===== config.mk =====
export PLATFORM = sky130hd
export DESIGN_NAME = regfile
export DESIGN_NICKNAME = d
export VERILOG_FILES = /design/src/game_consts.svh /design/src/regfile.sv
export SDC_FILE = /design/constraint.sdc
export NUM_CORES = 2
export LEC_CHECK = 0
export ABC_AREA = 1
export BUFFER_PORTS_ARGS = -buffer_cell sky130_fd_sc_hd__buf_2
export CELL_PAD_IN_SITES_DETAIL_PLACEMENT = 0
export CELL_PAD_IN_SITES_GLOBAL_PLACEMENT = 2
export CORE_MARGIN = 3
export CORE_UTILIZATION = 41
export CTS_CLUSTER_SIZE = 10
export DETAILED_ROUTE_END_ITERATION = 8
export PLACE_DENSITY_LB_ADDON = 0.1
export SKIP_CTS_REPAIR_TIMING = 1
export SLEW_MARGIN = 20
export SYNTH_ARGS = -nofsm -noshare
export SYNTH_HDL_FRONTEND = slang
export SYNTH_SLANG_ARGS = --single-unit

===== constraint.sdc =====
create_clock -name clock -period 5.9 [get_ports clock]
set_input_delay 1.18 -clock clock [delete_from_list [all_inputs] [get_ports clock]]
set_output_delay 1.18 -clock clock [all_outputs]
set_load 0.005 [all_outputs]

===== src/game_consts.svh =====
// Game console constants
`ifndef GAME_CONSTS_SVH
`define GAME_CONSTS_SVH

`define H_ACTIVE   64                 // Visible pixels per line
`define H_FRONT    2
`define H_SYNC     4
`define H_BACK     2
`define H_TOTAL    (`H_ACTIVE + `H_FRONT + `H_SYNC + `H_BACK)
`define V_ACTIVE   48                 // Visible lines per frame
`define V_FRONT    1
`define V_SYNC     2
`define V_BACK     1
`define V_TOTAL    (`V_ACTIVE + `V_FRONT + `V_SYNC + `V_BACK)

`define SPRITE_W   8                  // Player box size
`define SPRITE_H   8
`define P1_Y       10'd8              // Fixed player rows
`define P2_Y       10'd32

`define IMEM_DEPTH 256
`define DMEM_DEPTH 256

`define ADDR_CTRL  13'h1000           // Start of IO space
`define ADDR_P1    13'h1001
`define ADDR_P2    13'h1002

`define OP_R       5'b00000
`define OP_J       5'b00001
`define OP_BNE     5'b00010
`define OP_ADDI    5'b00101
`define OP_SW      5'b00111
`define OP_LW      5'b01000

`define ALU_ADD    3'd0               // Same as low bits of R-type funct
`define ALU_SUB    3'd1
`define ALU_AND    3'd2
`define ALU_OR     3'd3
`define ALU_SLL    3'd4
`define ALU_SRA    3'd5
`define ALU_SLT    3'd6

`define WB_ALU     2'd0               // Write-back sources
`define WB_MEM     2'd1
`define WB_PC1     2'd2

`define COLOR_BG   24'h203048
`define COLOR_P1   24'hE03020
`define COLOR_P2   24'h20A0E0

`endif


===== src/regfile.sv =====
// CPU register file
`timescale 1ns/1ps

module regfile (
	input  logic        clock,
	input  logic        rst_n,
	input  logic        we,
	input  logic [4:0]  wr_addr,
	input  logic [4:0]  rd_addr_a,
	input  logic [4:0]  rd_addr_b,
	input  logic [31:0] wr_data,
	output logic [31:0] rd_data_a,
	output logic [31:0] rd_data_b,
	output logic [31:0] dbg_r1
);

	logic [31:0] regs [1:31];   // No storage for r0

	always_ff @(posedge clock) begin
		if (!rst_n) begin
			for (int i = 1; i < 32; i++) begin
				regs[i] <= '0;
			end
		end else if (we && (wr_addr != 5'd0)) begin
			regs[wr_addr] <= wr_data;
		end
	end

	// Combinational reads, r0 is zero
	assign rd_data_a = (rd_addr_a == 5'd0) ? 32'd0 : regs[rd_addr_a];
	assign rd_data_b = (rd_addr_b == 5'd0) ? 32'd0 : regs[rd_addr_b];
	assign dbg_r1    = regs[1];   // Loop counter tap

endmodule


==> results_dict.tcl <==
set metrics [dict create \
    status "finished, final reports clean" \
    place_area_mm2 0.0592 \
    h-tree-depth 3 \
    reg.largest.list "regs: 1024 flops" \
    grt_max_degree 124 \
    cts_tree "yes" \
    cp-start-kind "primary input" \
    power.density_mw_per_mm2 288 \
    cts.path.max_buffers 3 \
    required_ns 4.72 \
    cts-root-buf "clkbuf_16" \
    num_io_pins 146 \
    max_slew_margin 0.164 \
    critPathKind "primary input to output pin" \
    crit_start "rd_addr_b[0]" \
    cts_inserted_buffers 120 \
    worstSetupEndpointType "output pin" \
    area_growth_pct 10.1 \
    tns_ns 0 \
    dp.cells 8768 \
    final_area_mm2 0.0625 \
    yosysWarningCount 0 \
    critPathSlowestCell "o21ai_0" \
    wl_per_cell_um 28.9 \
    final_cells 8957 \
    ys_ff_latch 1024 \
    final_core_util 0.458 \
    grt_pass1_vias 49634 \
    ant_nets 0 \
    crit_end "rd_data_b[6]" \
    synthCells 7249 \
    hold_viol 0 \
    crit_fanout 79 \
    num_vias 52736 \
    cp_slowest_stage_delay_ns 0.96 \
    p_leak_nw 25.8 \
    antenna_found_initial 5 \
    layout_common_cells "2020 x nand2_1, 1785 x nor2_1, 1024 x edfxtp_1" \
    hold_ws_ns 0.611 \
    syn_area_per_cell_um2 7.83 \
    setup_viol 0 \
    place_hpwl_mm 143 \
    worstPathArrival_ns 4.43 \
    grtUsageTotal 0.356 \
    grt.overflow.total 0 \
    routed_wl_mm 259 \
    yosysSeqAreaShare 0.542 \
    ys_types 23 \
    max-cap-violations 0 \
    worstPathCellList "buf_8 -> inv_8 -> buf_12 -> o21ai_0 -> a21oi_1 -> nor2_1 -> nand2_1 -> nand2_1 -> nor2_1 -> buf_2" \
    nets 7159 \
    cts.sinks 1024 \
    die_h_um 378 \
    start_util 0.416 \
    synth_area_mm2 0.0568 \
    drive_gt1_frac 0.0763 \
    num_rows 135 \
    period_needed_ns 5.61 \
    firstDrtPassIters 8 \
    die_w_um 378 \
    drtIter0Drc 7068 \
    ir_drop_uv 215 \
    top_register "regs" \
    grt_pass1_wl_mm 365 \
    timing.final.ws_setup_ns 0.291 \
    drc 0 \
    dp_slack_ns 0.645 \
    avgViaCountPerCell 5.89 \
    clk_pin_slew_ns 0.06 \
    place_congestion 0.858 \
    worst_pin_slew_ns 1.25 \
    core-area_mm2 0.136 \
    layout_commonest_cell "nand2_1" \
    fmax_ghz 0.178 \
    period_share 0.951 \
    largest_register_ffs 1024 \
    rsz0062_at_grt "no" \
    hold_path.class "primary input to flip-flop" \
    dieArea_mm2 0.143 \
    power_mw 18.0 \
    slew_violations 0 \
    port_buffers 145 \
]
[cell usage after synthesis, drive strengths merged]
master / instances / area (um^2)
conb: 1 / 3.75
clkbuf: 270 / 1010
nand3: 983 / 4920
nor3: 8 / 40.0
nor2: 1788 / 6710
o21ai: 436 / 2180
nand2: 2082 / 7880
o211ai: 23 / 173
buf: 356 / 1880
edfxtp: 1024 / 30700
inv: 153 / 577
nand4: 1 / 6.26
clkinv: 1 / 3.75
a21oi: 123 / 616
[logic make-up (layout without fill, tap and decap cells)]
kind of cell / Yosys count / in the layout / synth area share
AO/OA/AOI/OAI: 582 / 582 / 0.0523
buffers and inverters: 780 / 673 / 0.0612
other: 1 / 35 / 0.0000661
flip-flops: 1024 / 1024 / 0.542
AND/OR/NAND/NOR: 4862 / 4862 / 0.345
[cell type report]
| type | count | area [um^2] |
|---|---|---|
| clock inverters | 26 | 116 |
| clock buffers | 160 | 3220 |
| multi-input cells | 5476 | 22800 |
| repair buffers | 333 | 2740 |
| well taps | 1781 | 2230 |
| diodes | 3 | 7.51 |
| inverters | 154 | 619 |
| fillers | 13544 | 74000 |
| flip-flops and latches | 1024 | 30700 |
[power by group]
part	internal [mW]	total (mW)	switching, mW	leakage, nW
logic	0.659	2.59	1.93	14.5
registers	8.41	8.62	0.210	9.75
clock network	3.73	6.78	3.05	1.62
[layer usage]
metal / routed length [um] / global-route usage / vias to the layer above
met3: 25600 / 0.0627 / 555
met4: 12500 / 0.154 / 2
met2: 116000 / 0.559 / 3103
met1: 104000 / 0.483 / 25639
li1: - / - / 23437
met5: 9 / 0 / -
[how the worst min path moves through the flow]
stage	from	end	slack, ns	depth (start not counted)
floorplan	wr_data[0]	regs[0][0]$_DFFE_PP_	1.28	0
global placement	wr_data[3]	regs[0][3]$_DFFE_PP_	1.37	1
detailed placement	wr_data[12]	regs[0][12]$_DFFE_PP_	1.37	1
CTS	wr_data[10]	regs[0][10]$_DFFE_PP_	0.57	1
global route	wr_data[3]	regs[0][3]$_DFFE_PP_	0.60	1
finish	wr_data[28]	regs[0][28]$_DFFE_PP_	0.61	1
[worst max-delay path: cells and delay by family]
kind / cells / cell delay, ns
AOI/OAI and AO/OA: 2 / 1.40
and+or+nand+nor: 4 / 0.60
buffers and inverters: 4 / 0.99
Note: power is estimated with default switching activity, not from simulation.
