### config.mk
export PLATFORM = sky130hd
export DESIGN_NAME = sprite_render
export DESIGN_NICKNAME = d
export VERILOG_FILES = /design/src/game_pkg.sv /design/src/sprite_render.sv
export VERILOG_INCLUDE_DIRS = /design/src
export SDC_FILE = /design/constraint.sdc
export NUM_CORES = 1
export LEC_CHECK = 0
export BUFFER_PORTS_ARGS = -buffer_cell sky130_fd_sc_hd__buf_4
export CORE_MARGIN = 8
export CORE_UTILIZATION = 46
export DETAILED_ROUTE_END_ITERATION = 8
export GPL_TIMING_DRIVEN = 1
export PLACE_DENSITY = 0.78
export SYNTH_ARGS = -nofsm -noshare
export SYNTH_HDL_FRONTEND = slang
export SYNTH_SLANG_ARGS = --single-unit
export TNS_END_PERCENT = 50
### constraint.sdc
create_clock -name clock -period 2.44 [get_ports clock]
set_input_delay 0.366 -clock clock [delete_from_list [all_inputs] [get_ports clock]]
set_output_delay 0.366 -clock clock [all_outputs]
set_load 0.03 [all_outputs]
### src/game_consts.svh
// Game console constants
`ifndef GAME_CONSTS_SVH
`define GAME_CONSTS_SVH

`define H_ACTIVE   64                 // Visible pixels per line
`define H_FRONT    2
`define H_SYNC     4
`define H_BACK     2
`define H_TOTAL    (`H_ACTIVE + `H_FRONT + `H_SYNC + `H_BACK)
`define V_ACTIVE   48                 // Visible lines per frame
`define V_FRONT    1
`define V_SYNC     2
`define V_BACK     1
`define V_TOTAL    (`V_ACTIVE + `V_FRONT + `V_SYNC + `V_BACK)

`define SPRITE_W   8                  // Player box size
`define SPRITE_H   8
`define P1_Y       10'd8              // Fixed player rows
`define P2_Y       10'd32

`define IMEM_DEPTH 256
`define DMEM_DEPTH 256

`define ADDR_CTRL  13'h1000           // Start of IO space
`define ADDR_P1    13'h1001
`define ADDR_P2    13'h1002

`define OP_R       5'b00000
`define OP_J       5'b00001
`define OP_BNE     5'b00010
`define OP_ADDI    5'b00101
`define OP_SW      5'b00111
`define OP_LW      5'b01000

`define ALU_ADD    3'd0               // Same as low bits of R-type funct
`define ALU_SUB    3'd1
`define ALU_AND    3'd2
`define ALU_OR     3'd3
`define ALU_SLL    3'd4
`define ALU_SRA    3'd5
`define ALU_SLT    3'd6

`define WB_ALU     2'd0               // Write-back sources
`define WB_MEM     2'd1
`define WB_PC1     2'd2

`define COLOR_BG   24'h203048
`define COLOR_P1   24'hE03020
`define COLOR_P2   24'h20A0E0

`endif

### src/game_pkg.sv
// Game console shared types
package game_pkg;

	// Register format
	typedef struct packed {
		logic [4:0] opcode;
		logic [4:0] rd;
		logic [4:0] rs;
		logic [4:0] rt;
		logic [4:0] shamt;
		logic [6:0] funct;   // Low 3 bits pick the ALU op
	} r_fmt_t;

	// Immediate format, also used for jumps
	typedef struct packed {
		logic [4:0]  opcode;
		logic [4:0]  rd;
		logic [4:0]  rs;
		logic [16:0] imm;    // Sign-extended by datapath
	} i_fmt_t;

	typedef union packed {
		r_fmt_t r_fmt;       // Control unit view
		i_fmt_t i_fmt;       // Datapath view
	} instr_u;

	typedef struct packed {
		logic       pc_en;       // Last cycle of an instruction
		logic       ir_en;
		logic       reg_we;
		logic       mem_we;
		logic       alu_src_imm;
		logic [2:0] alu_op;
		logic [1:0] wb_sel;
		logic       branch;      // Taken bne
		logic       jump;
	} cpu_ctrl_t;

	typedef struct packed {
		logic [9:0] x;
		logic [9:0] y;
		logic       active;  // Inside visible area
		logic       hs;      // Active low
		logic       vs;      // Active low
	} vga_pos_t;

	typedef struct packed {
		logic [9:0] x;
		logic [9:0] y;
	} player_t;

endpackage

### src/sprite_render.sv
// Player sprite renderer
`timescale 1ns/1ps
`include "game_consts.svh"

module sprite_render (
	input  logic               clock,
	input  logic               rst_n,
	input  game_pkg::vga_pos_t pos,
	input  game_pkg::player_t  p1,
	input  game_pkg::player_t  p2,
	output logic [7:0]         r,
	output logic [7:0]         g,
	output logic [7:0]         b,
	output logic               hs,
	output logic               vs,
	output logic               blank_n
);

	logic [23:0] color;

	function automatic logic in_box(input game_pkg::vga_pos_t p, input game_pkg::player_t pl);
		return (p.x >= pl.x) && (p.x < pl.x + 10'(`SPRITE_W)) &&
			(p.y >= pl.y) && (p.y < pl.y + 10'(`SPRITE_H));
	endfunction

	always_comb begin
		if (!pos.active) begin
			color = 24'd0;              // Black in blanking
		end else if (in_box(pos, p1)) begin
			color = `COLOR_P1;          // P1 drawn on top
		end else if (in_box(pos, p2)) begin
			color = `COLOR_P2;
		end else begin
			color = `COLOR_BG;
		end
	end

	// Color and syncs share the same one-cycle delay
	always_ff @(posedge clock) begin
		if (!rst_n) begin
			{r, g, b} <= '0;
			hs        <= 1'b1;
			vs        <= 1'b1;
			blank_n   <= 1'b0;
		end else begin
			{r, g, b} <= color;
			hs        <= pos.hs;
			vs        <= pos.vs;
			blank_n   <= pos.active;
		end
	end

endmodule

==> metrics <==
Post-synth top flop=dfxtp_1; Synth top area share=0.378; Slew @ Worst Pin=510 ps; RSZ-0062 raised after global routing=yes; final slew viol count=0; top cells by count, synth=ha_1 (72), inv_1 (49), a21oi_1 (23); # rows=26; vias per cell=5.24; yosys warns=0; Die W=88.0 µm; cell count after synthesis=300; Ports=92; Peak VDD IR=188 µV; CTS buffer count=3; Leak=0.00191 µW; register area=200 µm²; setup ws final=-64.2 ps; Root Driver=clkbuf_8; antenna cells=0; Clock transition at path regs=50 ps; hpwl dp=5920 µm; GRT Util Overall=0.177; Hold Crit Class=in2reg; CTS tree=done; GPL Wtd Cong=0.901; detailed router's first-iteration violation count=69; Core ar.=0.00504 mm²; # nets final=556; fin crit period=2500 ps; fin util=0.718; Post-Syn Area per Cell=7.94 µm²; vias in the first global route=2741; crit share post-route=1.03; initial antenna violation count=0; number of synthesized register bits=10; number of synthesized flops with an enable pin=0; first-pass GRT wire length=11300 µm; DRT Wirelength=7200 µm; critical path class=in2reg; die height=88.0 µm; Critical Path RT=2600 ps; kind of end point of the critical path=register; GR Overflow Total=0; CP arrival=2660 ps; Netlist Area Pre-Place=0.00238 mm²; cell taking the most area after synthesis=ha_1; Post-synth ARST share=0; post-synthesis cell type count=41; area of the multi-input gates=0.00212 mm²; top cells by area, synth=ha_1 (38%), dfxtp_1 (8.4%), inv_1 (7.7%), xnor2_1 (7.4%), buf_4 (5.4%); Initial Util=0.472; layout cells sized above 1=0.392; Seq/Total Area, Yosys=0.0840; number of fill cells=387; # setup viols final=4; H-tree levels=1; Fin Setup TNS=-110 ps; count leader, synth=ha_1; DRC errors left=0; failing checks=negative setup slack; Port Buf Inserts=77; Wirelength per Cell=14.7 µm; outcome=complete, but fails checks; PwrDens=283 mW/mm²; die area=0.00774 mm²; Crit Path Max Fanout=2; CTS Buffer Depth=2; number of max-cap violations=0; clock sinks=10; critical path launch point=p2[14]; first-pass detailed-route iteration total=4; post-route design area=0.00362 mm²; antenna-violating nets left=0; vias=2556; Min-Delay Startpoint=rst_n; Setup crit start kind=input pin; f_max=399 MHz; Worst slew margin=0.658; P&R area growth vs syn=51.9%; placed inst area=0.00327 mm²; Hold Slack=321 ps; pin count of the biggest net entering global routing=9; Critical Path End=b[7]; Cells on Worst Hold Path=2; hold violation total from the final report=0
==> flip-flops by register name, indices dropped and copies added, names as in the netlist <==
name     count
b            4
blank_n      1
g            1
hs           1
r            2
vs           1
==> routing by layer <==
layer / global-route usage / part of all wire
met1: 0.187 / 0.40
met5: 0 / 0
met4: 0.0703 / 0.028
met3: 0.0263 / 0.051
met2: 0.338 / 0.52
==> stage by stage <==
| step | setup slack (ps) | std cells | power, µW |
|---|---|---|---|
| 2_1_floorplan | -43.6 | 313 | 515 |
| 3_3_place_gp | -265 | 475 | 719 |
| 3_5_place_dp | -316 | 475 | 738 |
| 4_1_cts | -39.9 | 485 | 980 |
| 5_1_grt | -140 | 488 | 1110 |
| 6_report | -64.2 | 488 | 1030 |
==> final cells by class <==
type	count	share of cell area
clock buffer	4	0.0152
inverter	49	0.0557
multi-input combinational	237	0.587
sequential	10	0.0553
tap	70	0.0242
timing repair buffer	118	0.262
==> power by group <==
part | switching, µW | internal, µW
Clock | 58.4 | 141
Combinational | 324 | 327
Sequential | 2.53 | 172
==> what timing repair did <==
item | in CTS | in global routing
buffers inserted | 6 | 3
setup endpoints to repair | 6 | 6
pin swaps | 33 | 16
gates resized for setup | 27 | 27
endpoints found under the hold margin | 0 | 0
hold buffers | 0 | 0
==> logic make-up (layout without fill, tap and decap cells) <==
logic type               after synthesis  after routing  share of synthesized area
buffers and inverters                 66            171                      0.131
other                                  1             14                    0.00157
XOR/XNOR                              20             20                     0.0735
adder cells (fa/ha/maj)               72             72                      0.378
AO/OA/AOI/OAI                         62             62                      0.165
flip-flops                            10             10                     0.0840
AND/OR/NAND/NOR                       69             69                      0.166
==> worst min-delay path by stage <==
| stage | slack, ps | end |
|---|---|---|
| after floorplan | 440 | hs |
| after global placement | 550 | hs |
| after detailed placement | 560 | hs |
| after CTS | 320 | hs |
| after global routing | 310 | hs |
| final | 320 | hs |
==> placed cells by master (no fill, tap or decap), drive strengths merged <==
cell type  netlist  routed
nor3             6       6
a22o             1       1
nor3b            1       1
buf             17     118
clkbuf           0       4
a21boi           2       2
o311ai           1       1
xnor2           20      20
or2b             1       1
conb             1      14
a221oi           2       2
inv             49      49
a311oi           1       1
and3             2       2
a211oi           3       3
and4             3       3
nand4            6       6
and2b            1       1
o21ai           10      10
a211o            3       3
o211ai           2       2
or2              1       1
o21a             3       3
nand2b           4       4
a21o             8       8
a2111oi          1       1
o31ai            1       1
and4b            1       1
nor4             1       1
nor2             6       6
nor2b            4       4
nand2            7       7
nand3           19      19
nand4b           2       2
dfxtp           10      10
or4              3       3
a31oi            1       1
a21oi           23      23
and3b            1       1
ha              72      72
==> critical path, cell delays in order <==
cell and delay, ps:
buf_8 80, ha_4 150, and3_4 210, nand3_4 70, xnor2_2 140, ha_1 310
nand4_1 120, a31oi_2 60, or4_4 500, or4_4 510, nor3_2 150
No activity file was read; power rests on OpenSTA's default activity.
