<file path="src/game_consts.svh">
// Game console constants
`ifndef GAME_CONSTS_SVH
`define GAME_CONSTS_SVH

`define H_ACTIVE   64                 // Visible pixels per line
`define H_FRONT    2
`define H_SYNC     4
`define H_BACK     2
`define H_TOTAL    (`H_ACTIVE + `H_FRONT + `H_SYNC + `H_BACK)
`define V_ACTIVE   48                 // Visible lines per frame
`define V_FRONT    1
`define V_SYNC     2
`define V_BACK     1
`define V_TOTAL    (`V_ACTIVE + `V_FRONT + `V_SYNC + `V_BACK)

`define SPRITE_W   8                  // Player box size
`define SPRITE_H   8
`define P1_Y       10'd8              // Fixed player rows
`define P2_Y       10'd32

`define IMEM_DEPTH 256
`define DMEM_DEPTH 256

`define ADDR_CTRL  13'h1000           // Start of IO space
`define ADDR_P1    13'h1001
`define ADDR_P2    13'h1002

`define OP_R       5'b00000
`define OP_J       5'b00001
`define OP_BNE     5'b00010
`define OP_ADDI    5'b00101
`define OP_SW      5'b00111
`define OP_LW      5'b01000

`define ALU_ADD    3'd0               // Same as low bits of R-type funct
`define ALU_SUB    3'd1
`define ALU_AND    3'd2
`define ALU_OR     3'd3
`define ALU_SLL    3'd4
`define ALU_SRA    3'd5
`define ALU_SLT    3'd6

`define WB_ALU     2'd0               // Write-back sources
`define WB_MEM     2'd1
`define WB_PC1     2'd2

`define COLOR_BG   24'h203048
`define COLOR_P1   24'hE03020
`define COLOR_P2   24'h20A0E0

`endif

</file>
<file path="src/game_pkg.sv">
// Game console shared types
package game_pkg;

	// Register format
	typedef struct packed {
		logic [4:0] opcode;
		logic [4:0] rd;
		logic [4:0] rs;
		logic [4:0] rt;
		logic [4:0] shamt;
		logic [6:0] funct;   // Low 3 bits pick the ALU op
	} r_fmt_t;

	// Immediate format, also used for jumps
	typedef struct packed {
		logic [4:0]  opcode;
		logic [4:0]  rd;
		logic [4:0]  rs;
		logic [16:0] imm;    // Sign-extended by datapath
	} i_fmt_t;

	typedef union packed {
		r_fmt_t r_fmt;       // Control unit view
		i_fmt_t i_fmt;       // Datapath view
	} instr_u;

	typedef struct packed {
		logic       pc_en;       // Last cycle of an instruction
		logic       ir_en;
		logic       reg_we;
		logic       mem_we;
		logic       alu_src_imm;
		logic [2:0] alu_op;
		logic [1:0] wb_sel;
		logic       branch;      // Taken bne
		logic       jump;
	} cpu_ctrl_t;

	typedef struct packed {
		logic [9:0] x;
		logic [9:0] y;
		logic       active;  // Inside visible area
		logic       hs;      // Active low
		logic       vs;      // Active low
	} vga_pos_t;

	typedef struct packed {
		logic [9:0] x;
		logic [9:0] y;
	} player_t;

endpackage

</file>
<file path="src/cpu_control.sv">
// Multicycle CPU control FSM
`timescale 1ns/1ps
`include "game_consts.svh"

module cpu_control (
	input  logic               clock,
	input  logic               rst_n,
	input  game_pkg::instr_u   instr,   // Current IR
	input  logic               zero,    // ALU result is zero
	output game_pkg::cpu_ctrl_t ctrl
);

	typedef enum logic [2:0] {
		S_FETCH,
		S_DECODE,
		S_EXEC,
		S_MEM,
		S_WB
	} state_t;

	state_t state;
	state_t state_nx;
	logic   is_r;
	logic   is_addi;
	logic   is_lw;
	logic   is_sw;
	logic   is_bne;
	logic   is_j;

	assign is_r    = (instr.r_fmt.opcode == `OP_R);
	assign is_addi = (instr.r_fmt.opcode == `OP_ADDI);
	assign is_lw   = (instr.r_fmt.opcode == `OP_LW);
	assign is_sw   = (instr.r_fmt.opcode == `OP_SW);
	assign is_bne  = (instr.r_fmt.opcode == `OP_BNE);
	assign is_j    = (instr.r_fmt.opcode == `OP_J);

	always_comb begin
		case (state)
			S_FETCH:  state_nx = S_DECODE;
			S_DECODE: state_nx = S_EXEC;
			S_EXEC:   state_nx = (is_lw || is_sw) ? S_MEM : S_WB; // Memory ops take one more
			S_MEM:    state_nx = S_WB;
			default:  state_nx = S_FETCH;
		endcase
	end

	always_ff @(posedge clock) begin
		if (!rst_n) begin
			state <= S_FETCH;
		end else begin
			state <= state_nx;
		end
	end

	always_comb begin
		ctrl = '0;
		// ALU setup held for the whole instruction so zero stays valid in writeback
		if (is_r) begin
			ctrl.alu_op = instr.r_fmt.funct[2:0];
		end else if (is_bne) begin
			ctrl.alu_op = `ALU_SUB;     // Compare rd and rs
		end else begin
			ctrl.alu_op = `ALU_ADD;     // Address or immediate add
		end
		ctrl.alu_src_imm = is_addi || is_lw || is_sw;
		ctrl.wb_sel      = is_lw ? `WB_MEM : `WB_ALU;
		case (state)
			S_DECODE: ctrl.ir_en  = 1'b1;   // Latch word, read operands
			S_MEM:    ctrl.mem_we = is_sw;
			S_WB: begin
				ctrl.pc_en  = 1'b1;
				ctrl.reg_we = is_r || is_addi || is_lw;
				ctrl.branch = is_bne && !zero;
				ctrl.jump   = is_j;
			end
			default: ;
		endcase
	end

endmodule

</file>
<file path="config.mk">
export PLATFORM = sky130hd
export DESIGN_NAME = cpu_control
export DESIGN_NICKNAME = d
export VERILOG_FILES = /design/src/game_pkg.sv /design/src/cpu_control.sv
export VERILOG_INCLUDE_DIRS = /design/src
export SDC_FILE = /design/constraint.sdc
export NUM_CORES = 1
export LEC_CHECK = 0
export ABC_AREA = 1
export BUFFER_PORTS_ARGS = -buffer_cell sky130_fd_sc_hd__clkbuf_2
export CAP_MARGIN = 20
export CORE_AREA = 2 2 39 41
export CTS_BUF_LIST = sky130_fd_sc_hd__clkbuf_4
export DETAILED_ROUTE_END_ITERATION = 10
export DIE_AREA = 0 0 41 43
export GPL_TIMING_DRIVEN = 0
export PLACE_DENSITY = 0.66
export RECOVER_POWER = 25
export SLEW_MARGIN = 20
export SYNTH_ARGS = -nofsm -noshare
export SYNTH_HDL_FRONTEND = slang
export SYNTH_SLANG_ARGS = --single-unit
</file>
<file path="constraint.sdc">
create_clock -name clock -period 0.91 [get_ports clock]
set_input_delay 0.091 -clock clock [delete_from_list [all_inputs] [get_ports clock]]
set_output_delay 0.091 -clock clock [all_outputs]
set_load 0.01 [all_outputs]
</file>
==> results.sh <==
export IMPL_wl_per_cell_um=9.06
export IMPL_drive_gt1_share_pct=67.0
export IMPL_drtPass1Iterations=2
export IMPL_vias_per_cell=4.43
export IMPL_dp_slack_ps=-154
export IMPL_yosys_area_top_type="dfxtp_1"
export IMPL_reg_largest_list="state x3"
export IMPL_finalCoreUtilization_pct=42.9
export IMPL_rsz0062_at_grt="true"
export IMPL_crit_required_ps=820
export IMPL_clkTransAtPathRegs_ps=40
export IMPL_hp_class="input port to flop"
export IMPL_cts_buffer_depth=2
export IMPL_status="finished, violations left"
export IMPL_setup_violations=7
export IMPL_peakVddDrop_mv=0.682
export IMPL_tns_ps=-1500
export IMPL_core_area_mm2=0.00138
export IMPL_maxCapViolations=0
export IMPL_worstPathMaxFanout=3
export IMPL_clock_sink_count=3
export IMPL_drc_errors=0
export IMPL_path_class="flop to output port"
export IMPL_syn_mean_instance_area_um2=5.68
export IMPL_hold_ws_ps=89.3
export IMPL_fmax_mhz=851
export IMPL_skew_ps=1.26
export IMPL_num_io_pins=47
export IMPL_cp_data_arrival_time_ps=1080
export IMPL_max_stage_delay_ps=320
export IMPL_fin_crit_ps=1170
export IMPL_die_x_um=41
export IMPL_grt_overflow_total=0
export IMPL_wl_um=942
export IMPL_ys_types=14
export IMPL_yosys_warnings=0
export IMPL_portBuffers=21
export IMPL_htreeDepth=1
export IMPL_tritoncts="built"
export IMPL_cp_start_kind="flop"
export IMPL_gp_congestion=0.715
export IMPL_grtUsageTotal_pct=12.9
export IMPL_post_route_cell_area_um2=593
export IMPL_crit_chain="inv_2, nand3_4, buf_4, nor3_2, buf_2"
export IMPL_antenna_left=0
export IMPL_cts_root_buf="clkbuf_4"
export IMPL_period_share_pct=129
export IMPL_fp_dieArea_mm2=0.00176
export IMPL_endpoint_kind="output port"
export IMPL_top_register="state"
export IMPL_antenna_found_initial=0
export IMPL_drv_slew=0
export IMPL_yosysSeqAreaShare_pct=19.6
export IMPL_rows=14
export IMPL_insertion_delay_ps=240
export IMPL_violations="negative setup slack"
export IMPL_grt_pass1_wl_um=1480
export IMPL_dr_total_vias=461
export IMPL_syn_inst=54
export IMPL_diodes=0
export IMPL_area_growth_pct=93.5
export IMPL_die_height_um=43
export IMPL_synth_area_leaders="dfxtp_1 (20%), inv_1 (18%), nand3_1 (15%)"
export IMPL_syn_nets=89
export IMPL_syn_area_um2=307
export IMPL_layout_nets=124
export IMPL_largest_reg_flops=3
export IMPL_cts_buffers=3
export IMPL_p_leak_nw=0.354
export IMPL_holdBufCountCts=0
export IMPL_placed_cell_area_um2=438
export IMPL_grt_max_degree=6
export IMPL_slowest_stage="dfxtp_2"
export IMPL_worst_slack_ps=-265
export IMPL_power_density_mw_per_mm2=1100
export IMPL_grt_pass1_vias=434
export IMPL_drtIter0Drc=3
export IMPL_initial_core_util_pct=22.2
export IMPL_final_hold_viol_count=0
export IMPL_synth_top_area_share_pct=19.6
export IMPL_dp_hpwl_um=685
export IMPL_ys_ff_latch=3
[where the power goes]
group	internal, mW	total (mW)	switching [mW]
Sequential	0.147	0.156	0.00965
Clock	0.194	0.267	0.0727
Combinational	0.114	0.228	0.114
Total	0.455	0.652	0.197
[placed cells by master (no fill, tap or decap), types with 3 or more instances in the layout]
master / n
nand2_2: 3
clkbuf_4: 4
nor2_1: 5
nand3_1: 7
inv_1: 11
clkbuf_2: 15
nor2_2: 5
dfxtp_2: 3
buf_2: 6
inv_2: 4
buf_4: 9
[kinds of logic after synthesis]
| logic type | share of synthesized area (%) |
|---|---|
| DFF | 19.6 |
| AOI/OAI and AO/OA | 4.90 |
| other | 1.22 |
| and+or+nand+nor | 51.0 |
| buffers and inverters | 23.3 |
[layer usage]
layer	vias to the layer above	wire length [um]	track usage, %
li1	233	-	-
met1	208	307	8.68
met2	14	548	22.8
met3	6	38	4.19
met4	0	48	13.3
met5	-	0	0
[through the flow]
step           instances  power [mW]
2_1_floorplan         54       0.232
3_3_place_gp          91       0.282
3_5_place_dp          91       0.287
4_1_cts              102       0.627
5_1_grt              104       0.703
6_report             104       0.652
[area by class of cell]
| type | instances | area [um2] |
|---|---|---|
| Fill cell | 149 | 791 |
| Multi-Input combinational cell | 34 | 228 |
| Timing Repair Buffer | 30 | 180 |
| Sequential cell | 3 | 63.8 |
| Inverter | 15 | 56.3 |
| Clock buffer | 4 | 30.0 |
| Tap cell | 16 | 20.0 |
| Buffer | 2 | 15.0 |
[synth_stat cells]
master,n
inv_1,15
nand3_1,9
nor2_1,7
a21oi_1,3
dfxtp_1,3
nand2_1,3
nor2_2,3
buf_4,2
nand2_2,2
nand3_2,2
nor3_1,2
conb_1,1
nand4_1,1
nor4_1,1
[worst max-delay path, delay by kind of cell, from the launching register on]
| kind | cells | cell delay (ps) |
|---|---|---|
| buffers and inverters | 3 | 360 |
| DFF | 1 | 320 |
| and+or+nand+nor | 2 | 170 |
[timing repair]
| action | CTS | global route |
|---|---|---|
| setup buffers | 7 | 2 |
| gates resized for setup | 13 | 12 |
| cloned | 0 | 0 |
| setup endpoints to repair | 6 | 10 |
| pin swaps | 4 | 1 |
[path summary, 6_finish.rpt]
check | start | endpoint | slack (ps) | cells past startpoint
max | state[0]$_SDFF_PN0_ | ctrl[0] | -260 | 5
min | rst_n | state[2]$_SDFF_PN0_ | 90 | 3
max reg2reg | state[1]$_SDFF_PN0_ | state[1]$_SDFF_PN0_ | -40 | 6
min reg2reg | state[2]$_SDFF_PN0_ | state[2]$_SDFF_PN0_ | 580 | 3
(Power assumes the default switching activity.)
