## config.mk

```make
export PLATFORM = sky130hd
export DESIGN_NAME = vga_timing
export DESIGN_NICKNAME = d
export VERILOG_FILES = /design/src/game_pkg.sv /design/src/vga_timing.sv
export VERILOG_INCLUDE_DIRS = /design/src
export SDC_FILE = /design/constraint.sdc
export NUM_CORES = 1
export LEC_CHECK = 0
export ABC_CLOCK_PERIOD_IN_PS = 1900
export BUFFER_PORTS_ARGS = -buffer_cell sky130_fd_sc_hd__buf_2
export CORE_MARGIN = 2
export CORE_UTILIZATION = 52
export DETAILED_ROUTE_END_ITERATION = 12
export PLACE_DENSITY_LB_ADDON = 0.25
export SKIP_CTS_REPAIR_TIMING = 1
export SLEW_MARGIN = 0
export SYNTH_ARGS = -nofsm -noshare
export SYNTH_HDL_FRONTEND = slang
export SYNTH_SLANG_ARGS = --single-unit
```

## constraint.sdc

```tcl
create_clock -name clock -period 1.9 [get_ports clock]
set_clock_uncertainty 0.05 [all_clocks]
set_input_delay 0.38 -clock clock [delete_from_list [all_inputs] [get_ports clock]]
set_output_delay 0.38 -clock clock [all_outputs]
set_load 0.03 [all_outputs]
```

## src/game_consts.svh

```systemverilog
// Game console constants
`ifndef GAME_CONSTS_SVH
`define GAME_CONSTS_SVH

`define H_ACTIVE   64                 // Visible pixels per line
`define H_FRONT    2
`define H_SYNC     4
`define H_BACK     2
`define H_TOTAL    (`H_ACTIVE + `H_FRONT + `H_SYNC + `H_BACK)
`define V_ACTIVE   48                 // Visible lines per frame
`define V_FRONT    1
`define V_SYNC     2
`define V_BACK     1
`define V_TOTAL    (`V_ACTIVE + `V_FRONT + `V_SYNC + `V_BACK)

`define SPRITE_W   8                  // Player box size
`define SPRITE_H   8
`define P1_Y       10'd8              // Fixed player rows
`define P2_Y       10'd32

`define IMEM_DEPTH 256
`define DMEM_DEPTH 256

`define ADDR_CTRL  13'h1000           // Start of IO space
`define ADDR_P1    13'h1001
`define ADDR_P2    13'h1002

`define OP_R       5'b00000
`define OP_J       5'b00001
`define OP_BNE     5'b00010
`define OP_ADDI    5'b00101
`define OP_SW      5'b00111
`define OP_LW      5'b01000

`define ALU_ADD    3'd0               // Same as low bits of R-type funct
`define ALU_SUB    3'd1
`define ALU_AND    3'd2
`define ALU_OR     3'd3
`define ALU_SLL    3'd4
`define ALU_SRA    3'd5
`define ALU_SLT    3'd6

`define WB_ALU     2'd0               // Write-back sources
`define WB_MEM     2'd1
`define WB_PC1     2'd2

`define COLOR_BG   24'h203048
`define COLOR_P1   24'hE03020
`define COLOR_P2   24'h20A0E0

`endif

```

## src/game_pkg.sv

```systemverilog
// Game console shared types
package game_pkg;

	// Register format
	typedef struct packed {
		logic [4:0] opcode;
		logic [4:0] rd;
		logic [4:0] rs;
		logic [4:0] rt;
		logic [4:0] shamt;
		logic [6:0] funct;   // Low 3 bits pick the ALU op
	} r_fmt_t;

	// Immediate format, also used for jumps
	typedef struct packed {
		logic [4:0]  opcode;
		logic [4:0]  rd;
		logic [4:0]  rs;
		logic [16:0] imm;    // Sign-extended by datapath
	} i_fmt_t;

	typedef union packed {
		r_fmt_t r_fmt;       // Control unit view
		i_fmt_t i_fmt;       // Datapath view
	} instr_u;

	typedef struct packed {
		logic       pc_en;       // Last cycle of an instruction
		logic       ir_en;
		logic       reg_we;
		logic       mem_we;
		logic       alu_src_imm;
		logic [2:0] alu_op;
		logic [1:0] wb_sel;
		logic       branch;      // Taken bne
		logic       jump;
	} cpu_ctrl_t;

	typedef struct packed {
		logic [9:0] x;
		logic [9:0] y;
		logic       active;  // Inside visible area
		logic       hs;      // Active low
		logic       vs;      // Active low
	} vga_pos_t;

	typedef struct packed {
		logic [9:0] x;
		logic [9:0] y;
	} player_t;

endpackage

```

## src/vga_timing.sv

```systemverilog
// VGA raster timing
`timescale 1ns/1ps
`include "game_consts.svh"

module vga_timing (
	input  logic               clock,
	input  logic               rst_n,
	output game_pkg::vga_pos_t pos
);

	localparam logic [9:0] H_LAST   = 10'(`H_TOTAL - 1);
	localparam logic [9:0] V_LAST   = 10'(`V_TOTAL - 1);
	localparam logic [9:0] HS_START = 10'(`H_ACTIVE + `H_FRONT);
	localparam logic [9:0] HS_END   = 10'(`H_ACTIVE + `H_FRONT + `H_SYNC);
	localparam logic [9:0] VS_START = 10'(`V_ACTIVE + `V_FRONT);
	localparam logic [9:0] VS_END   = 10'(`V_ACTIVE + `V_FRONT + `V_SYNC);

	logic [9:0] h_cnt;
	logic [9:0] v_cnt;

	always_ff @(posedge clock) begin
		if (!rst_n) begin
			h_cnt <= '0;
			v_cnt <= '0;
		end else if (h_cnt == H_LAST) begin
			h_cnt <= '0;                               // End of line
			v_cnt <= (v_cnt == V_LAST) ? 10'd0 : v_cnt + 10'd1;
		end else begin
			h_cnt <= h_cnt + 10'd1;
		end
	end

	// Decode from counters, one pixel per clock
	assign pos.x      = h_cnt;
	assign pos.y      = v_cnt;
	assign pos.active = (h_cnt < 10'(`H_ACTIVE)) && (v_cnt < 10'(`V_ACTIVE));
	assign pos.hs     = !((h_cnt >= HS_START) && (h_cnt < HS_END));
	assign pos.vs     = !((v_cnt >= VS_START) && (v_cnt < VS_END));

endmodule

```

==> flow_summary.rst <==
.. list-table::
   :header-rows: 1

   * - Metric
     - Value
   * - Initial cell density of the core
     - 55.2%
   * - Post-Synthesis Cells
     - 122
   * - DRC marker count from the first detailed-route iteration
     - 13
   * - # H-tree levels
     - 1
   * - Leftover overflow at the end of global routing
     - 0
   * - First-pass GRT wire length
     - 4200 um
   * - Post-layout minimum cycle time
     - 1.90 ns
   * - Seq/Total Area, Yosys
     - 36.6%
   * - Run status
     - completed
   * - Insertion delay to the later sink of the worst-skew pair
     - 0.31 ns
   * - Crit Path Class
     - register to output pin
   * - Most frequent standard cell in the layout excluding fill and tap cells
     - buf_2
   * - Port Buffer Count
     - 24
   * - Total Routing Usage GR
     - 21.3%
   * - Antenna diodes
     - 0
   * - Number of antenna violations at the first check in global routing
     - 0
   * - Top library cells by usage in the layout, fill and taps aside
     - buf_2 (23), dfxtp_1 (17), nand2_1 (11), nand3_1 (11), nor2_1 (10)
   * - Xor/xnor cell area share of the yosys netlist
     - 7.21%
   * - CTS sink cnt
     - 20
   * - R2r endpoint
     - v_cnt[9]$_SDFFE_PN0N_
   * - Via/cell ratio
     - 5.71
   * - Synthesized area
     - 0.00109 mm^2
   * - Final hold violation count
     - 0
   * - Endpoints failing setup
     - 0
   * - Number of buffers and inverters on the critical path
     - 1
   * - Worst reg-to-reg path cell count
     - 7
   * - Pwr Density
     - 622 mW/mm^2
   * - Global placement routability congestion
     - 0.885
   * - #FFs+latches synth
     - 20
   * - Synth area leader
     - dfxtp_1
   * - Vias after detailed routing
     - 1011
   * - Post-Synth Adder-Cell Area
     - 4.58%
   * - Routed wire length
     - 2450 um
   * - Largest family of logic cells by synthesized area
     - simple AND/OR/NAND/NOR gates
   * - Remaining number of nets flagged by the antenna check after routing
     - 0
   * - Via count of the first global-routing pass
     - 959
   * - Total area of multi-input combinational cells
     - 653 um^2
   * - Complex-gate fraction of the synthesized area
     - 11.0%
   * - Post-DR wirelength/cell
     - 13.8 um
   * - Stages on the worst setup path
     - 4
   * - Final nets
     - 157
   * - Worst slew margin relative to its limit
     - 75.4%
   * - Unrepaired setup endpoints after global routing
     - true
   * - Startpoint of the most critical setup path
     - v_cnt[8]$_SDFFE_PN0N_
   * - Cell chain of the critical path
     - nor4_4 > nand2_1 > nor3_2 > buf_4
   * - Maximum number of pins on one net before global-route repair
     - 18
   * - Final HPWL from detailed placement
     - 1690 um
   * - Max Fanout on Critical Path
     - 5
   * - Mean instance size in the synthesized netlist
     - 8.96 um^2
   * - Capture point of the critical path
     - pos[2]
   * - Detailed-routing iteration count for the pre-antenna-repair pass
     - 4
   * - Number of fill cells
     - 160
   * - Leakage power summed over all cells
     - 0.563 nW
   * - Top cell type's share of synthesized area
     - 36.6%
   * - Chip Width
     - 49.9 um
   * - Kind of cell adding the most delay to the critical path
     - simple AND/OR/NAND/NOR gates
   * - Placeable core region
     - 0.00198 mm^2
   * - Highest clock rate
     - 527 MHz
   * - Arrival time reported for the critical path endpoint
     - 1.47 ns
   * - Ratio of cells with drive above 1 in the final layout
     - 32.7%
   * - TritonCTS clock tree
     - done
   * - Drc violations
     - 0
   * - Post-synth net total
     - 128
   * - Hold Worst Slack
     - 0.401 ns
   * - Total of warnings raised by yosys
     - 0
   * - Clock input transition at the sequential cells of the worst setup and hold paths
     - 0.12 ns
   * - Number of placement rows
     - 16
   * - Required time of the worst setup path
     - 1.47 ns
   * - Critical Path Source Type
     - register
   * - Launch point of the worst reg-to-reg path
     - v_cnt[8]$_SDFFE_PN0N_
   * - Clock buffer count from CTS
     - 3
   * - Worst-path cell with the longest stage delay
     - dfxtp_4
   * - Simple-gate share of the synthesized area
     - 35.9%
   * - Area growth from synthesis to layout
     - 20.7%
   * - Root Buffer
     - clkbuf_4
   * - Ratio of final minimum period to clock period
     - 99.8%
   * - Number of library cell types mapped by synthesis
     - 35
   * - Mux contribution to synthesized area
     - 0%
   * - Crit path capture type
     - output pin
   * - Delay contributed by the slowest stage of the critical path
     - 0.38 ns
   * - Utilization after layout
     - 66.6%
   * - I/O Pins
     - 25
   * - Die footprint
     - 0.00249 mm^2
   * - Sequential cell area
     - 409 um^2
   * - Overall die height
     - 49.9 um
   * - Max-slew violation count
     - 0
   * - Max Buffers Root-to-Sink
     - 2
   * - Max Cap Viol
     - 0
   * - Worst min-delay path class
     - input pin to register
   * - Peak supply drop
     - 363 uV
   * - Worst-case register-to-register setup slack
     - 0.09 ns
   * - Top area cells in the synthesized netlist
     - dfxtp_1 (37%), xor2_1 (6.4%), nand3_1 (5.0%)
   * - Least-Margin Pin Slew
     - 0.368 ns
==> report_power, final <==
part           internal [mW]  switching [mW]
Combinational         0.0123          0.0254
Sequential             0.422         0.00789
Clock                  0.213           0.141
Total                  0.647           0.174
==> through the flow <==
| stage | instances | worst slack (ns) | power, mW | setup TNS (ns) | cell area (um^2) |
|---|---|---|---|---|---|
| 3_5_place_dp | 171 | 0.207 | 0.479 | 0 | 1230 |
| 3_3_place_gp | 171 | 0.246 | 0.479 | 0 | 1230 |
| 2_1_floorplan | 122 | 0.144 | 0.470 | 0 | 1100 |
| 6_report | 177 | 0.00298 | 0.822 | 0 | 1320 |
| 5_1_grt | 177 | -0.0612 | 0.850 | -0.125 | 1320 |
| 4_1_cts | 175 | -0.0708 | 0.833 | -0.130 | 1290 |
==> logic make-up (layout without fill, tap and decap cells) <==
logic type,after synthesis,after routing
AND/OR/NAND/NOR,62,62
adder cells (fa/ha/maj),4,4
flip-flops,20,20
AO/OA/AOI/OAI,19,19
buffers and inverters,8,36
XOR/XNOR,9,9
==> metal layers <==
layer | up-vias | part of all wire [%] | global-route usage (%) | wire [um]
met5 | - | 0 | 0 | 0
met4 | 0 | 0.45 | 7.41 | 11
met3 | 2 | 5.8 | 2.73 | 143
met2 | 39 | 47 | 34.7 | 1150
met1 | 469 | 47 | 28.9 | 1150
li1 | 501 | - | - | -
==> how the worst min path moves through the flow <==
stage                                   start                     to  slack [ns]  depth (start not counted)
after floorplan                         rst_n  v_cnt[4]$_SDFFE_PN0N_        0.49                          2
after global placement    h_cnt[0]$_SDFF_PP0_    h_cnt[0]$_SDFF_PP0_        0.39                          1
after detailed placement  h_cnt[0]$_SDFF_PP0_    h_cnt[0]$_SDFF_PP0_        0.40                          1
after CTS                               rst_n  v_cnt[2]$_SDFFE_PN0N_        0.39                          3
after global routing                    rst_n  v_cnt[0]$_SDFFE_PN0N_        0.41                          2
final                                   rst_n  v_cnt[0]$_SDFFE_PN0N_        0.40                          2
==> cell usage after synthesis (all sizes together) <==
| cell type | number |
|---|---|
| a21boi | 4 |
| a21oi | 4 |
| a31o | 1 |
| a31oi | 1 |
| and2 | 3 |
| and3 | 8 |
| and4 | 3 |
| buf | 1 |
| clkbuf | 4 |
| dfxtp | 20 |
| ha | 4 |
| inv | 3 |
| nand2 | 11 |
| nand3 | 11 |
| nand3b | 1 |
| nand4 | 6 |
| nand4b | 1 |
| nor2 | 10 |
| nor3 | 2 |
| nor4 | 1 |
| nor4b | 1 |
| o211ai | 1 |
| o21a | 1 |
| o21ai | 3 |
| o22ai | 4 |
| or3b | 2 |
| or4 | 2 |
| xnor2 | 1 |
| xor2 | 8 |
==> area by class of cell <==
cell class | count | area share, %
clock buffers | 3 | 1.71
inverters | 3 | 0.853
flip-flops and latches | 20 | 31.0
well taps | 27 | 2.56
repair buffers | 29 | 12.1
clock inverters | 1 | 2.27
multi-input cells | 94 | 49.5
==> sequential cells by signal (all words and copies together) (netlist names) <==
name and flops:
h_cnt 10, v_cnt 10
Power figures use the tool's default switching activity.
