<file path="src/game_consts.svh">
// Game console constants
`ifndef GAME_CONSTS_SVH
`define GAME_CONSTS_SVH

`define H_ACTIVE   64                 // Visible pixels per line
`define H_FRONT    2
`define H_SYNC     4
`define H_BACK     2
`define H_TOTAL    (`H_ACTIVE + `H_FRONT + `H_SYNC + `H_BACK)
`define V_ACTIVE   48                 // Visible lines per frame
`define V_FRONT    1
`define V_SYNC     2
`define V_BACK     1
`define V_TOTAL    (`V_ACTIVE + `V_FRONT + `V_SYNC + `V_BACK)

`define SPRITE_W   8                  // Player box size
`define SPRITE_H   8
`define P1_Y       10'd8              // Fixed player rows
`define P2_Y       10'd32

`define IMEM_DEPTH 256
`define DMEM_DEPTH 256

`define ADDR_CTRL  13'h1000           // Start of IO space
`define ADDR_P1    13'h1001
`define ADDR_P2    13'h1002

`define OP_R       5'b00000
`define OP_J       5'b00001
`define OP_BNE     5'b00010
`define OP_ADDI    5'b00101
`define OP_SW      5'b00111
`define OP_LW      5'b01000

`define ALU_ADD    3'd0               // Same as low bits of R-type funct
`define ALU_SUB    3'd1
`define ALU_AND    3'd2
`define ALU_OR     3'd3
`define ALU_SLL    3'd4
`define ALU_SRA    3'd5
`define ALU_SLT    3'd6

`define WB_ALU     2'd0               // Write-back sources
`define WB_MEM     2'd1
`define WB_PC1     2'd2

`define COLOR_BG   24'h203048
`define COLOR_P1   24'hE03020
`define COLOR_P2   24'h20A0E0

`endif

</file>
<file path="src/game_pkg.sv">
// Game console shared types
package game_pkg;

	// Register format
	typedef struct packed {
		logic [4:0] opcode;
		logic [4:0] rd;
		logic [4:0] rs;
		logic [4:0] rt;
		logic [4:0] shamt;
		logic [6:0] funct;   // Low 3 bits pick the ALU op
	} r_fmt_t;

	// Immediate format, also used for jumps
	typedef struct packed {
		logic [4:0]  opcode;
		logic [4:0]  rd;
		logic [4:0]  rs;
		logic [16:0] imm;    // Sign-extended by datapath
	} i_fmt_t;

	typedef union packed {
		r_fmt_t r_fmt;       // Control unit view
		i_fmt_t i_fmt;       // Datapath view
	} instr_u;

	typedef struct packed {
		logic       pc_en;       // Last cycle of an instruction
		logic       ir_en;
		logic       reg_we;
		logic       mem_we;
		logic       alu_src_imm;
		logic [2:0] alu_op;
		logic [1:0] wb_sel;
		logic       branch;      // Taken bne
		logic       jump;
	} cpu_ctrl_t;

	typedef struct packed {
		logic [9:0] x;
		logic [9:0] y;
		logic       active;  // Inside visible area
		logic       hs;      // Active low
		logic       vs;      // Active low
	} vga_pos_t;

	typedef struct packed {
		logic [9:0] x;
		logic [9:0] y;
	} player_t;

endpackage

</file>
<file path="src/cpu_datapath.sv">
// Multicycle CPU datapath
`timescale 1ns/1ps
`include "game_consts.svh"

module cpu_datapath (
	input  logic                clock,
	input  logic                rst_n,
	input  game_pkg::cpu_ctrl_t ctrl,
	input  logic [31:0]         imem_q,
	input  logic [31:0]         reg_a,
	input  logic [31:0]         reg_b,
	input  logic [31:0]         dmem_q,
	output game_pkg::instr_u    instr,
	output logic                zero,
	output logic [11:0]         imem_addr,
	output logic [4:0]          rs_addr,
	output logic [4:0]          rt_addr,
	output logic [4:0]          rd_addr,
	output logic [31:0]         wr_data,
	output logic                reg_we,
	output logic [12:0]         dmem_addr,
	output logic [31:0]         dmem_wdata,
	output logic                mem_we
);

	logic [11:0]      pc;
	logic [11:0]      pc_inc;
	game_pkg::instr_u ir;
	game_pkg::instr_u cur;      // Word being decoded for operand reads
	logic [31:0]      a_q;
	logic [31:0]      b_q;
	logic [31:0]      alu_b;
	logic [31:0]      alu_res;
	logic [31:0]      alu_out;
	logic [31:0]      imm_ext;

	assign pc_inc    = pc + 12'd1;
	assign imem_addr = pc;
	assign instr     = ir;
	assign cur       = ctrl.ir_en ? game_pkg::instr_u'(imem_q) : ir; // ROM word during decode

	// Operand addresses, R-type uses rt, others read rd as second operand
	assign rs_addr = cur.i_fmt.rs;
	assign rt_addr = (cur.r_fmt.opcode == `OP_R) ? cur.r_fmt.rt : cur.i_fmt.rd;
	assign rd_addr = ir.i_fmt.rd;

	always_ff @(posedge clock) begin
		if (!rst_n) begin
			pc <= '0;
			ir <= '0;
		end else begin
			if (ctrl.ir_en) begin
				ir <= imem_q;
			end
			if (ctrl.pc_en) begin
				if (ctrl.jump) begin
					pc <= ir.i_fmt.imm[11:0];           // Absolute target
				end else if (ctrl.branch) begin
					pc <= pc_inc + imm_ext[11:0];       // Relative to PC+1
				end else begin
					pc <= pc_inc;
				end
			end
		end
	end

	always_ff @(posedge clock) begin
		if (ctrl.ir_en) begin
			a_q <= reg_a;
			b_q <= reg_b;
		end
		alu_out <= alu_res;     // Inputs stay fixed after decode
	end

	assign imm_ext = {{15{ir.i_fmt.imm[16]}}, ir.i_fmt.imm};
	assign alu_b   = ctrl.alu_src_imm ? imm_ext : b_q;

	always_comb begin
		case (ctrl.alu_op)
			`ALU_ADD: alu_res = a_q + alu_b;
			`ALU_SUB: alu_res = a_q - alu_b;
			`ALU_AND: alu_res = a_q & alu_b;
			`ALU_OR:  alu_res = a_q | alu_b;
			`ALU_SLL: alu_res = a_q << ir.r_fmt.shamt;
			`ALU_SRA: alu_res = $signed(a_q) >>> ir.r_fmt.shamt;
			`ALU_SLT: alu_res = {31'd0, $signed(a_q) < $signed(alu_b)};
			default:  alu_res = a_q + alu_b;
		endcase
	end

	assign zero = (alu_res == 32'd0);   // Used by bne in writeback

	always_comb begin
		case (ctrl.wb_sel)
			`WB_MEM: wr_data = dmem_q;
			default: wr_data = alu_out;
		endcase
	end

	assign reg_we     = ctrl.reg_we;
	assign mem_we     = ctrl.mem_we;
	assign dmem_addr  = alu_out[12:0];
	assign dmem_wdata = b_q;    // Store data from rd

endmodule

</file>
<file path="config.mk">
export PLATFORM = sky130hd
export DESIGN_NAME = cpu_datapath
export DESIGN_NICKNAME = d
export VERILOG_FILES = /design/src/game_pkg.sv /design/src/cpu_datapath.sv
export VERILOG_INCLUDE_DIRS = /design/src
export SDC_FILE = /design/constraint.sdc
export NUM_CORES = 1
export LEC_CHECK = 0
export BUFFER_PORTS_ARGS = -buffer_cell sky130_fd_sc_hd__buf_2
export CORE_MARGIN = 3
export CORE_UTILIZATION = 38
export CTS_BUF_LIST = sky130_fd_sc_hd__clkbuf_4
export CTS_CLUSTER_SIZE = 28
export DETAILED_ROUTE_END_ITERATION = 7
export PLACE_DENSITY = 0.67
export SKIP_CTS_REPAIR_TIMING = 1
export SYNTH_ARGS = -nofsm -noshare
export SYNTH_HDL_FRONTEND = slang
export SYNTH_SLANG_ARGS = --single-unit
</file>
<file path="constraint.sdc">
create_clock -name clock -period 7.5 [get_ports clock]
set_input_delay 1.125 -clock clock [delete_from_list [all_inputs] [get_ports clock]]
set_output_delay 1.125 -clock clock [all_outputs]
set_load 0.05 [all_outputs]
</file>
==> flow_metrics.py <==
metrics = {
    "power": {
        "p_total_mw": 3.38,
        "combPwrFrac_pct": 54.1,
        "leakagePower_nw": 8.00,
        "irDropWorstVdd_uv": 175,
        "power_switching_share_pct": 50.7,
        "power.net_switching_mw": 1.71,
        "powerDensity_mw_per_mm2": 184,
        "p_seq_share_pct": 29.1,
        "p_int_mw": 1.67,
        "pwr-share-clk_pct": 16.8,
    },
    "worst_setup_path": {
        "crit_slowest_cell": "o31ai_1",
        "crit-reg2reg-launch": "a_q[17]$_DFFE_PP_",
        "endpoint_kind": "output port",
        "path_class": "in -> out",
        "path_max_fanout": 11,
        "reg2regPathDepth": 11,
        "required_ns": 6.38,
        "start_kind": "input pin",
        "path_buf_inv": 4,
        "max_stage_delay_ns": 0.54,
        "critical_path_arrival_ns": 5.96,
        "r2r_slack_ns": 3.38,
        "r2r_end": "alu_out[0]$_DFF_P_",
        "critical-path-top-delay-family": "compound AO/OA/AOI/OAI gates",
        "path_cells": "buf_2, buf_4, mux2i_1, ha_1, nor3_1, nand2_1, a21oi_1, o41ai_1, buf_4, o31ai_1, a2111oi_0, o21ai_0, o2111ai_1, or4_1, or4_1, nor2_1, buf_2",
    },
    "synth": {
        "ys.flop_type": "dfxtp_1",
        "ys_warn_count": 0,
        "synth_common_cells": "a21oi_1, nand2_1, nor2_1",
        "synth_largest_area_cell": "edfxtp_1",
        "ys_top_cells_by_area": "edfxtp_1, dfxtp_1, ha_1",
        "yosys.area.top_type_share_pct": 11.8,
        "syn_nets": 2231,
        "avgSynthCellArea_um2": 8.24,
        "seq_area_frac_synth_pct": 21.2,
        "synth_most_common_cell": "a21oi_1",
        "synth_edf_count": 64,
        "synth_cells": 1975,
        "synthArstFlopShare_pct": 0,
        "ys_ff_latch": 140,
        "synth_area_mm2": 0.0163,
        "synth_cell_type_count": 89,
    },
    "floorplan": {
        "rows": 75,
        "die_h_um": 213,
        "dieArea_mm2": 0.0454,
        "ios": 281,
        "dieWidth_um": 213,
        "core-area_mm2": 0.0421,
        "initial_core_util_pct": 38.6,
    },
    "timing": {
        "clock.fmax_mhz": 141,
        "timing.final.crit_period_ns": 7.09,
        "slew_headroom_pct": 33.8,
        "setup_viol": 0,
        "finalCritPeriodShare_pct": 94.5,
        "skew_ns": 0.0450,
        "setup_slack_ns": 0.410,
        "worst_pin_slew_ns": 0.978,
        "final_hold_viol_count": 0,
        "hold_ws_ns": 0.530,
        "rsz0062_at_grt": "false",
        "finalSetupTns_ns": 0,
        "maxSlewViolCount": 0,
    },
    "clock_network": {
        "htreeDepth": 4,
        "cts_tree": "done",
        "cts_root_buffer": "clkbuf_4",
        "clkLatencyLatePin_ns": 0.75,
        "clock_path_buffers": 2,
        "cts_made_buffers": 17,
        "clock_sinks": 140,
        "clkTransAtPathRegs_ns": 0.17,
    },
    "placement": {
        "pre_cts_slack_ns": 0.399,
        "placed_cell_area_mm2": 0.0181,
        "gp_congestion": 1.09,
        "dp_cells": 2678,
        "portBuffers": 276,
        "dpl.hpwl_um": 57100,
    },
    "drt": {
        "first_pass_iters": 8,
        "ant_nets": 0,
        "wl_per_cell_um": 27.2,
        "wl_um": 73700,
        "first_iter_violations": 2340,
        "viasPerCell": 6.42,
        "dr_total_vias": 17400,
        "drc": 2,
    },
    "layout": {
        "drive_gt1_share_pct": 23.8,
        "syn2layout_area_growth_pct": 13.2,
        "final_cell_area_mm2": 0.0184,
        "post-route-util_pct": 43.7,
        "fill_cells": 4160,
        "final_cells": 2713,
        "finalNetCount": 2414,
    },
    "global_routing": {
        "grt_antenna_before_repair": 4,
        "grt_max_degree": 98,
        "grt_pass1_vias": 16500,
        "grt_pass1_wl_um": 107000,
        "gr-total-overflow": 0,
        "grt_usage_pct": 31.7,
    },
    "run_status": {
        "violations": "design-rule violations",
        "status": "complete, but fails checks",
    },
    "worst_hold_path": {
        "holdPathStages": 1,
        "worstHoldStart": "reg_a[6]",
        "min_to": "a_q[6]$_DFFE_PP_",
        "hold_class": "in -> reg",
    },
    "flow_run": {
        "drv_cap": 0,
    },
}
sequential cells by signal, summed over array words and instances, names as in the netlist:
name        count
imem_addr      12
instr          32
a_q            32
dmem_wdata     32
alu_out        32
final cells by class:
class | instances | area [µm²] | area share [%]
antenna | 3 | 7.51 | 0.0407
clock buffer | 17 | 128 | 0.693
clock inverter | 15 | 185 | 1.01
inverter | 129 | 484 | 2.63
multi-input combinational | 1521 | 11500 | 62.5
sequential | 140 | 3460 | 18.8
tap | 539 | 674 | 3.66
timing repair buffer | 349 | 1970 | 10.7
worst register-to-register path: cells and delay by family (launching register included):
kind | cells | cell delay [ns]
flops | 1 | 0.82
buf+inv | 2 | 0.57
compound gates | 5 | 1.48
fa+ha+maj | 1 | 0.43
simple gates | 3 | 0.64
cell families after synthesis:
group                      after synthesis  share of synthesized area, %
DFF                                    140                          21.2
AOI/OAI and AO/OA                      608                          25.1
muxes                                  240                          19.0
adders and majority gates              114                          8.90
buffers and inverters                  314                          8.19
xor gates and xnor gates                32                          1.72
and+or+nand+nor                        527                          15.9
how the worst max path moves through the flow:
stage | startpoint | endpoint | cells after the start
global route | ctrl[7] | zero | 17
floorplan | instr[10]$_SDFFE_PN0P_ | zero | 20
detailed placement | ctrl[7] | zero | 17
global placement | ctrl[7] | zero | 16
CTS | ctrl[7] | zero | 17
finish | ctrl[7] | zero | 17
power by group through the flow:
stage	logic (mW)	registers (mW)	clock network, mW
2_1_floorplan	1.18	1.04	0
4_1_cts	1.79	0.983	0.590
5_1_grt	1.93	0.994	0.619
3_5_place_dp	1.78	1.00	0
6_report	1.83	0.985	0.568
3_3_place_gp	1.77	0.999	0
layout by cell type (no fill, tap or decap), types with 10 or more instances in the layout:
master,netlist,final
a221oi_1,13,13
a211oi_1,46,46
buf_2,25,275
o31ai_1,23,23
a311oi_1,10,10
o21bai_1,14,14
mux2_2,58,58
nand2_1,140,140
a31oi_1,29,29
xnor2_1,22,22
and3_1,17,17
nor2b_1,51,50
mux2i_1,121,121
nor3_1,40,40
nor2_1,138,138
xor2_1,10,10
a211o_1,11,11
clkbuf_4,0,17
a22oi_1,13,13
o21ai_1,16,16
o211ai_1,42,42
nand4_1,11,11
buf_4,29,71
edfxtp_1,64,64
and2_1,16,16
o21ai_0,81,81
a21o_1,19,19
dfxtp_1,76,72
inv_1,122,122
ha_1,111,111
nor4_1,12,12
mux4_2,47,47
mux2_1,13,13
nand3_1,36,36
a21oi_1,149,148
o221ai_1,14,14
nand2b_1,18,18
o22ai_1,29,29
layer usage:
layer / share of wire, % / track usage, % / vias to the layer above
met5: 0.037 / 0 / -
met4: 3.8 / 12.1 / 4
met3: 11 / 7.96 / 181
met2: 44 / 47.6 / 1099
met1: 41 / 43.7 / 8401
li1: - / - / 7727
Power figures use the tool's default switching activity.
